$ cat src/design/rammodel_pkg.sv
package rammodel_pkg;

    localparam int ADDR_WIDTH     = 32;
    localparam int DATA_WIDTH     = 64;
    localparam int STRB_WIDTH     = DATA_WIDTH / 8;
    localparam int ID_WIDTH       = 4;

    localparam int MAX_R_INFLIGHT = 4;
    localparam int MAX_W_INFLIGHT = 4;
    localparam int READ_LATENCY   = 8;
    localparam int WRITE_LATENCY  = 4;
    localparam int TIME_WIDTH     = 32;

    localparam int R_PTR_BITS     = $clog2(MAX_R_INFLIGHT);
    localparam int R_CNT_BITS     = $clog2(MAX_R_INFLIGHT + 1);
    localparam int W_PTR_BITS     = $clog2(MAX_W_INFLIGHT);
    localparam int W_CNT_BITS     = $clog2(MAX_W_INFLIGHT + 1);

    localparam int MEM_WORDS      = 256;
    localparam int WORD_BITS      = $clog2(MEM_WORDS);
    localparam int BYTE_BITS      = $clog2(STRB_WIDTH);
    localparam int BE_DEPTH       = 8;    // Room for one request still held in a fork.
    localparam int BE_PTR_BITS    = $clog2(BE_DEPTH);

    localparam logic [1:0] BURST_FIXED = 2'd0;
    localparam logic [1:0] BURST_INCR  = 2'd1;
    localparam logic [1:0] RESP_OKAY   = 2'd0;

    typedef struct packed {
        logic [ID_WIDTH-1:0]   id;
        logic [ADDR_WIDTH-1:0] addr;
        logic [7:0]            len;     // Beats minus one.
        logic [1:0]            burst;
    } axi_a_t;

    typedef struct packed {
        logic [DATA_WIDTH-1:0] data;
        logic [STRB_WIDTH-1:0] strb;
        logic                  last;
    } axi_w_t;

    typedef struct packed {
        logic [ID_WIDTH-1:0]   id;
        logic [1:0]            resp;
    } axi_b_t;

    typedef struct packed {
        logic [ID_WIDTH-1:0]   id;
        logic [DATA_WIDTH-1:0] data;
        logic [1:0]            resp;
        logic                  last;
    } axi_r_t;

endpackage

$ cat src/design/rammodel_fork.sv
`timescale 1ns/1ps

module rammodel_fork #(
    parameter int BRANCHES = 2
) (
    input  logic                clk,
    input  logic                i_reset,
    input  logic                i_valid,
    output logic                o_ready,
    output logic [BRANCHES-1:0] o_valid,
    input  logic [BRANCHES-1:0] i_ready
);

    logic [BRANCHES-1:0] taken;
    logic [BRANCHES-1:0] taken_next;

    assign o_valid    = {BRANCHES{i_valid}} & ~taken;
    assign taken_next = taken | (o_valid & i_ready);
    assign o_ready    = &(taken | i_ready);    // All branches done, now or before.

    always_ff @(posedge clk) begin
        if (i_reset) begin
            taken <= '0;
        end else if (i_valid && o_ready) begin
            taken <= '0;                       // Upstream transfer completes.
        end else begin
            taken <= taken_next;
        end
    end

endmodule

$ cat src/design/rammodel_frontend.sv
`timescale 1ns/1ps

module rammodel_frontend
    import rammodel_pkg::*;
(
    input  logic                  clk,
    input  logic                  i_reset,
    input  axi_a_t                i_aw,
    input  logic                  i_aw_valid,
    output logic                  o_aw_ready,
    input  axi_w_t                i_w,
    input  logic                  i_w_valid,
    output logic                  o_w_ready,
    input  axi_a_t                i_ar,
    input  logic                  i_ar_valid,
    output logic                  o_ar_ready,
    output axi_b_t                o_b,
    output logic                  o_b_valid,
    input  logic                  i_b_ready,
    output axi_r_t                o_r,
    output logic                  o_r_valid,
    input  logic                  i_r_ready,
    output logic                  o_awreq_valid,
    output axi_a_t                o_awreq,
    output logic                  o_wreq_valid,
    output axi_w_t                o_wreq,
    output logic                  o_arreq_valid,
    output axi_a_t                o_arreq,
    output logic                  o_rreq_valid,
    input  logic [DATA_WIDTH-1:0] i_rresp_data
);

    logic                tm_aw_valid;
    logic                tm_aw_ready;
    logic                tm_w_valid;
    logic                tm_w_ready;
    logic                tm_ar_valid;
    logic                tm_ar_ready;
    logic                trk_aw_valid;
    logic                trk_aw_ready;
    logic                trk_ar_valid;
    logic                trk_ar_ready;
    logic [ID_WIDTH-1:0] tm_r_id;
    logic                tm_r_last;
    logic                w_fork_valid;

    // W reaches storage only once its AW is known to the timing model.
    assign w_fork_valid = i_w_valid && tm_w_ready;

    rammodel_fork #(.BRANCHES(3)) fork_aw_i (
        .clk     (clk),
        .i_reset (i_reset),
        .i_valid (i_aw_valid),
        .o_ready (o_aw_ready),
        .o_valid ({trk_aw_valid, tm_aw_valid, o_awreq_valid}),
        .i_ready ({trk_aw_ready, tm_aw_ready, 1'b1})
    );

    rammodel_fork #(.BRANCHES(2)) fork_w_i (
        .clk     (clk),
        .i_reset (i_reset),
        .i_valid (w_fork_valid),
        .o_ready (o_w_ready),
        .o_valid ({tm_w_valid, o_wreq_valid}),
        .i_ready ({tm_w_ready, 1'b1})
    );

    rammodel_fork #(.BRANCHES(3)) fork_ar_i (
        .clk     (clk),
        .i_reset (i_reset),
        .i_valid (i_ar_valid),
        .o_ready (o_ar_ready),
        .o_valid ({trk_ar_valid, tm_ar_valid, o_arreq_valid}),
        .i_ready ({trk_ar_ready, tm_ar_ready, 1'b1})
    );

    assign o_awreq = i_aw;
    assign o_wreq  = i_w;
    assign o_arreq = i_ar;

    rammodel_tracker tracker_i (
        .clk        (clk),
        .i_reset    (i_reset),
        .i_ar_valid (trk_ar_valid),
        .o_ar_ready (trk_ar_ready),
        .i_aw_valid (trk_aw_valid),
        .o_aw_ready (trk_aw_ready),
        .i_r_done   (o_rreq_valid && tm_r_last),
        .i_b_done   (o_b_valid && i_b_ready)
    );

    rammodel_timing_model timing_model_i (
        .clk        (clk),
        .i_reset    (i_reset),
        .i_ar       (i_ar),
        .i_ar_valid (tm_ar_valid),
        .o_ar_ready (tm_ar_ready),
        .i_aw       (i_aw),
        .i_aw_valid (tm_aw_valid),
        .o_aw_ready (tm_aw_ready),
        .i_w_last   (i_w.last),
        .i_w_valid  (tm_w_valid),
        .o_w_ready  (tm_w_ready),
        .o_b        (o_b),
        .o_b_valid  (o_b_valid),
        .i_b_ready  (i_b_ready),
        .o_r_id     (tm_r_id),
        .o_r_last   (tm_r_last),
        .o_r_valid  (o_r_valid),
        .i_r_ready  (i_r_ready)
    );

    assign o_rreq_valid = o_r_valid && i_r_ready;    // Steps the back-end read pointer.
    assign o_r = '{id: tm_r_id, data: i_rresp_data, resp: RESP_OKAY, last: tm_r_last};

endmodule

$ cat src/design/rammodel_timing_model.sv
`timescale 1ns/1ps

module rammodel_timing_model
    import rammodel_pkg::*;
(
    input  logic                clk,
    input  logic                i_reset,
    input  axi_a_t              i_ar,
    input  logic                i_ar_valid,
    output logic                o_ar_ready,
    input  axi_a_t              i_aw,
    input  logic                i_aw_valid,
    output logic                o_aw_ready,
    input  logic                i_w_last,
    input  logic                i_w_valid,
    output logic                o_w_ready,
    output axi_b_t              o_b,
    output logic                o_b_valid,
    input  logic                i_b_ready,
    output logic [ID_WIDTH-1:0] o_r_id,
    output logic                o_r_last,
    output logic                o_r_valid,
    input  logic                i_r_ready
);

    logic [TIME_WIDTH-1:0] now;

    logic [ID_WIDTH-1:0]   rq_id  [MAX_R_INFLIGHT];
    logic [7:0]            rq_len [MAX_R_INFLIGHT];
    logic [TIME_WIDTH-1:0] rq_due [MAX_R_INFLIGHT];
    logic [R_PTR_BITS-1:0] rq_wr;
    logic [R_PTR_BITS-1:0] rq_rd;
    logic [R_CNT_BITS-1:0] rq_count;
    logic [7:0]            r_beat;

    logic [ID_WIDTH-1:0]   aq_id  [MAX_W_INFLIGHT];
    logic [W_PTR_BITS-1:0] aq_wr;
    logic [W_PTR_BITS-1:0] aq_rd;
    logic [W_CNT_BITS-1:0] aq_count;
    logic [ID_WIDTH-1:0]   bq_id  [MAX_W_INFLIGHT];
    logic [TIME_WIDTH-1:0] bq_due [MAX_W_INFLIGHT];
    logic [W_PTR_BITS-1:0] bq_wr;
    logic [W_PTR_BITS-1:0] bq_rd;
    logic [W_CNT_BITS-1:0] bq_count;
    logic [W_CNT_BITS:0]   w_busy;

    logic ar_take;
    logic r_take;
    logic r_pop;
    logic aw_take;
    logic w_done;
    logic b_take;

    function automatic logic is_due(
        input logic [TIME_WIDTH-1:0] t_now,
        input logic [TIME_WIDTH-1:0] t_due
    );
        logic [TIME_WIDTH-1:0] diff;
        diff = t_now - t_due;
        return !diff[TIME_WIDTH-1];    // Survives counter wrap.
    endfunction

    assign o_ar_ready = (rq_count != R_CNT_BITS'(MAX_R_INFLIGHT));
    assign ar_take    = i_ar_valid && o_ar_ready;
    assign o_r_valid  = (rq_count != '0) && is_due(now, rq_due[rq_rd]);
    assign o_r_id     = rq_id[rq_rd];
    assign o_r_last   = (r_beat == rq_len[rq_rd]);
    assign r_take     = o_r_valid && i_r_ready;
    assign r_pop      = r_take && o_r_last;

    // Writes waiting for data plus writes waiting for B share one budget.
    assign w_busy     = {1'b0, aq_count} + {1'b0, bq_count};
    assign o_aw_ready = (w_busy < (W_CNT_BITS + 1)'(MAX_W_INFLIGHT));
    assign aw_take    = i_aw_valid && o_aw_ready;
    assign o_w_ready  = (aq_count != '0);
    assign w_done     = i_w_valid && o_w_ready && i_w_last;
    assign o_b_valid  = (bq_count != '0) && is_due(now, bq_due[bq_rd]);
    assign o_b        = '{id: bq_id[bq_rd], resp: RESP_OKAY};
    assign b_take     = o_b_valid && i_b_ready;

    always_ff @(posedge clk) begin
        if (ar_take) begin
            rq_id[rq_wr]  <= i_ar.id;
            rq_len[rq_wr] <= i_ar.len;
            rq_due[rq_wr] <= now + TIME_WIDTH'(READ_LATENCY);
        end
        if (aw_take) begin
            aq_id[aq_wr] <= i_aw.id;
        end
        if (w_done) begin
            bq_id[bq_wr]  <= aq_id[aq_rd];
            bq_due[bq_wr] <= now + TIME_WIDTH'(WRITE_LATENCY);
        end
    end

    always_ff @(posedge clk) begin
        if (i_reset) begin
            now      <= '0;
            rq_wr    <= '0;
            rq_rd    <= '0;
            rq_count <= '0;
            r_beat   <= '0;
            aq_wr    <= '0;
            aq_rd    <= '0;
            aq_count <= '0;
            bq_wr    <= '0;
            bq_rd    <= '0;
            bq_count <= '0;
        end else begin
            now      <= now + TIME_WIDTH'(1);
            rq_wr    <= rq_wr + R_PTR_BITS'(ar_take);
            rq_rd    <= rq_rd + R_PTR_BITS'(r_pop);
            rq_count <= rq_count + R_CNT_BITS'(ar_take) - R_CNT_BITS'(r_pop);
            r_beat   <= r_pop ? 8'd0 : r_beat + 8'(r_take);
            aq_wr    <= aq_wr + W_PTR_BITS'(aw_take);
            aq_rd    <= aq_rd + W_PTR_BITS'(w_done);
            aq_count <= aq_count + W_CNT_BITS'(aw_take) - W_CNT_BITS'(w_done);
            bq_wr    <= bq_wr + W_PTR_BITS'(w_done);
            bq_rd    <= bq_rd + W_PTR_BITS'(b_take);
            bq_count <= bq_count + W_CNT_BITS'(w_done) - W_CNT_BITS'(b_take);
        end
    end

endmodule

$ cat src/design/rammodel_tracker.sv
`timescale 1ns/1ps

module rammodel_tracker
    import rammodel_pkg::*;
(
    input  logic clk,
    input  logic i_reset,
    input  logic i_ar_valid,
    output logic o_ar_ready,
    input  logic i_aw_valid,
    output logic o_aw_ready,
    input  logic i_r_done,
    input  logic i_b_done
);

    logic [R_CNT_BITS-1:0] r_count;
    logic [W_CNT_BITS-1:0] w_count;
    logic                  ar_take;
    logic                  aw_take;

    // Registered counts, so a limit shows one cycle later.
    assign o_ar_ready = (r_count != R_CNT_BITS'(MAX_R_INFLIGHT));
    assign o_aw_ready = (w_count != W_CNT_BITS'(MAX_W_INFLIGHT));

    assign ar_take = i_ar_valid && o_ar_ready;
    assign aw_take = i_aw_valid && o_aw_ready;

    always_ff @(posedge clk) begin
        if (i_reset) begin
            r_count <= '0;
        end else if (ar_take && !i_r_done) begin
            r_count <= r_count + R_CNT_BITS'(1);
        end else if (!ar_take && i_r_done) begin
            r_count <= r_count - R_CNT_BITS'(1);
        end
    end

    always_ff @(posedge clk) begin
        if (i_reset) begin
            w_count <= '0;
        end else if (aw_take && !i_b_done) begin
            w_count <= w_count + W_CNT_BITS'(1);
        end else if (!aw_take && i_b_done) begin
            w_count <= w_count - W_CNT_BITS'(1);
        end
    end

endmodule

$ cat config.mk
export PLATFORM = sky130hd
export DESIGN_NAME = rammodel_frontend
export DESIGN_NICKNAME = d
export VERILOG_FILES = /design/src/design/rammodel_pkg.sv /design/src/design/rammodel_fork.sv /design/src/design/rammodel_frontend.sv /design/src/design/rammodel_timing_model.sv /design/src/design/rammodel_tracker.sv
export SDC_FILE = /design/constraint.sdc
export NUM_CORES = 1
export LEC_CHECK = 0
export BUFFER_PORTS_ARGS = -buffer_cell sky130_fd_sc_hd__buf_2
export CELL_PAD_IN_SITES_DETAIL_PLACEMENT = 2
export CELL_PAD_IN_SITES_GLOBAL_PLACEMENT = 2
export CORE_MARGIN = 4
export CORE_UTILIZATION = 40
export CTS_BUF_LIST = sky130_fd_sc_hd__clkbuf_4
export DETAILED_ROUTE_END_ITERATION = 8
export PLACE_DENSITY_LB_ADDON = 0.1
export SYNTH_ARGS = -nofsm -noshare
export SYNTH_HDL_FRONTEND = slang
export SYNTH_SLANG_ARGS = --single-unit
$ cat constraint.sdc
create_clock -name clk -period 11.65 [get_ports clk]
set_clock_uncertainty 0.05 [all_clocks]
set_input_delay 0.5825 -clock clk [delete_from_list [all_inputs] [get_ports clk]]
set_output_delay 0.5825 -clock clk [all_outputs]
set_load 0.02 [all_outputs]
==> metrics <==
Worst EP required 11.02 ns; combinational power share 14.4%; Primary FF master, synth edfxtp_1; Critical Path Fanout Max 36; Fin. Hold Viols 0; crit path buf inv count 3; initial antenna violation count 2; DRT iter0 DRCs 483; Seq. cell area 11600 sq um; FILL cells 4861; DP HPWL 32.7 mm; multi-input logic area 6060 sq um; CP dominant cell by count a21o_1; max cap viols 0; clk slew on worst S/H paths 0.06 ns; Fmax achieved 185 MHz; Synth-to-Final Area Change 5.59%; worst setup margin 6.25 ns; Synth Instances 1441; hold_buf cts 18; Min Hold Slack 0.203 ns; IO Port Bufs 58; die span in x 231 um; Clock Latency Late Sink 0.88 ns; GPL Wtd Cong 0.726; antenna viol nets, final 0; Hold Path Class in -> reg; Initial Utilization 40.5%; number of library cell types mapped by synthesis 54; switching share of power 27.0%; clock group share of total power 37.2%; sequential area share after synthesis 58.3%; Post-synth ARST share 0%; critical-path cell list buf_4 > mux4_2 > inv_1 > ha_1 > a21o_1 > a21o_1 > a211oi_1 > o21ai_0 > a221o_1 > xnor2_1 > and2_1 > buf_2; layout cells sized above 1 25.4%; CTS tree done; final worst-path cycle share 46.4%; post-CTS resize count 0; finished layout cell area 21000 sq um; Post-synth EDFFs 336; setup_tns 0 ns; final net count 1693; Vias/cell 5.17; Post-CTS Setup Bufs 0; via count 11000; P_sw 0.998 mW; outcome finished, final reports clean; area post-placement 19300 sq um; Flop pwr share 48.3%; WS Path Type reg -> out; Design Power 3.70 mW; Pint 2.70 mW; minimum clock period 5.40 ns; Worst path top cell family by delay compound AO/OA/AOI/OAI gates; CP Launch Point timing_model_i.rq_rd[0]$_SDFF_PP0_; relative slew slack 29.1%; non-filler cells, final 2136; first-pass GRT wire length 76.3 mm; Num CTS Buffers 112; die area 53300 sq um; iteration count of the initial detailed-routing pass 4; DP Worst Slack 6.42 ns; fin util 42.8%; HP Start i_w_valid; total track usage 18.7%; Inst Count DP 1905; Final Max Slew Viols 0; I/O pin count 487; CP arrival 4.77 ns; global route overflow 0; syn_area_per_cell 13.8 sq um; site row count 81; Root Buffer clkbuf_4; Total Wirelength 50.0 mm; Worst Setup Start Kind register; # H-tree levels 3; Core ar. 49100 sq um; Reg2Reg Launch Point timing_model_i.rq_rd[0]$_SDFF_PP0_; clk sinks 411; post-synthesis cell area 19900 sq um; slowest cell on the critical path buf_4; Syn. warnings 0; RSZ-0062 raised after global routing false; DRC 0; Pwr per Cell Area 176 nW/um^2; number of synthesized register bits 411; max incr delay on CP 0.68 ns; Clock Path Buffers 3; vias in the first global route 12700; Leak 7.69 nW; final setup violating endpoints 0; Worst IR Drop VDD 0.000124 V; CP Capture Type output port; Worst Tran Pin Value 1.05 ns; Avg WL per Cell 23.4 um; Die Height 231 um; largest net degree at the start of global routing 73
-- state kept, by name, indices dropped and copies added (netlist names), 3 cells and up --
signal	cells
tracker_i.w_count	3
timing_model_i.rq_due	128
timing_model_i.bq_count	3
tracker_i.r_count	3
timing_model_i.aq_count	3
timing_model_i.rq_count	3
timing_model_i.bq_id	16
timing_model_i.aq_id	16
fork_ar_i.taken	3
timing_model_i.rq_id	16
timing_model_i.rq_len	32
timing_model_i.r_beat	8
timing_model_i.now	32
fork_aw_i.taken	3
timing_model_i.bq_due	128
-- worst reg2reg max path: stages (launching register included) --
cell and delay [ns]:
dfxtp_4 0.47, buf_4 0.68, mux4_2 0.63, inv_1 0.07, ha_1 0.17, nand4_1 0.14, nor3_1 0.44, and4_1 0.27
a221o_1 0.32, mux2i_4 0.48, ha_1 0.31, inv_1 0.06, ha_1 0.13, inv_1 0.05, fa_1 0.38, xor2_1 0.18
xnor2_1 0.14, nor2_1 0.05
-- cells by family after synthesis --
family	share of synthesized area, %
AO/OA/AOI/OAI	2.43
XOR/XNOR	4.98
adder cells (fa/ha/maj)	5.47
buffers and inverters	11.5
flip-flops	58.3
multiplexers	10.0
other	0.0189
AND/OR/NAND/NOR	7.32
-- layer usage --
layer | vias up | share of wire (%) | GRT usage, %
met4 | 4 | 2.3 | 6.18
li1 | 4920 | - | -
met5 | - | 0.33 | 2.48
met1 | 5613 | 40 | 21.9
met2 | 373 | 49 | 30.7
met3 | 130 | 8.3 | 8.37
-- worst paths after layout --
check / endpoint / depth (start not counted) / slack (ns)
setup / recovery: o_rreq_valid / 12 / 6.25
hold / removal: fork_w_i.taken[1]$_SDFF_PP0_ / 4 / 0.20
setup reg to reg: timing_model_i.rq_count[2]$_SDFF_PP0_ / 17 / 6.50
hold reg to reg: fork_ar_i.taken[0]$_SDFF_PP0_ / 1 / 0.41
-- placed cells by master (no fill, tap or decap), types with 3 or more instances in the layout --
cell type	count
edfxtp_1	336
clkbuf_4	174
mux4_2	84
nor2_1	83
ha_1	79
inv_1	78
dfxtp_1	71
nand2_1	67
xnor2_1	59
buf_2	58
xor2_1	54
a21oi_1	34
nand3_1	27
clkinv_1	27
nand4_1	26
buf_4	26
nor2b_1	22
o21ai_0	19
nor3_1	18
dlygate4sd3_1	18
or3_1	11
nor4_1	6
and3_1	6
a21o_1	5
fa_1	5
and4_1	4
a211oi_1	4
and2_1	4
conb_1	4
diode_2	3
nor3_2	3
nor3b_1	3
nor4_2	3
o21a_1	3
mux2i_1	3
bufinv_16	3
dfxtp_2	3
-- power by group through the flow --
stage,clock network [mW],registers [mW],logic (mW)
after floorplan,0,1.80,0.502
after global placement,0,1.81,0.527
after detailed placement,0,1.82,0.543
after CTS,1.44,1.79,0.552
after global routing,1.52,1.80,0.607
final,1.38,1.79,0.534
-- cell type report --
cell class                      count  share of cell area, %
Inverter                           78                   1.39
Clock inverter                     36                   1.11
Tap cell                          664                   3.96
Multi-Input combinational cell    668                   28.9
Sequential cell                   411                   55.2
Clock buffer                      174                   6.22
Timing Repair Buffer              102                   3.17
Antenna cell                        3                 0.0358
-- cell usage after synthesis (3+ instances only) --
library cell,count,share of area [%]
or3_1,11,0.35
a211oi_1,4,0.15
nand3_1,27,0.68
and3_1,8,0.25
xnor2_1,59,2.6
nand2_1,67,1.3
buf_1,7,0.13
fa_1,5,0.50
buf_2,11,0.28
nor3_1,18,0.45
and2_1,4,0.13
nor2_1,85,1.6
xor2_1,54,2.4
nor3b_1,4,0.15
edfxtp_1,336,51
nor4_1,7,0.22
a21o_1,5,0.19
nor3_2,3,0.15
mux4_2,84,9.5
mux2i_1,3,0.15
nor2b_1,22,0.69
dfxtp_1,75,7.6
buf_4,235,8.9
o21ai_0,19,0.48
nand4_1,26,0.82
o21a_1,3,0.11
ha_1,79,5.0
and4_1,4,0.18
a21oi_1,34,0.86
inv_1,78,1.5
clkbuf_1,32,0.60
No activity file was read; power rests on OpenSTA's default activity.
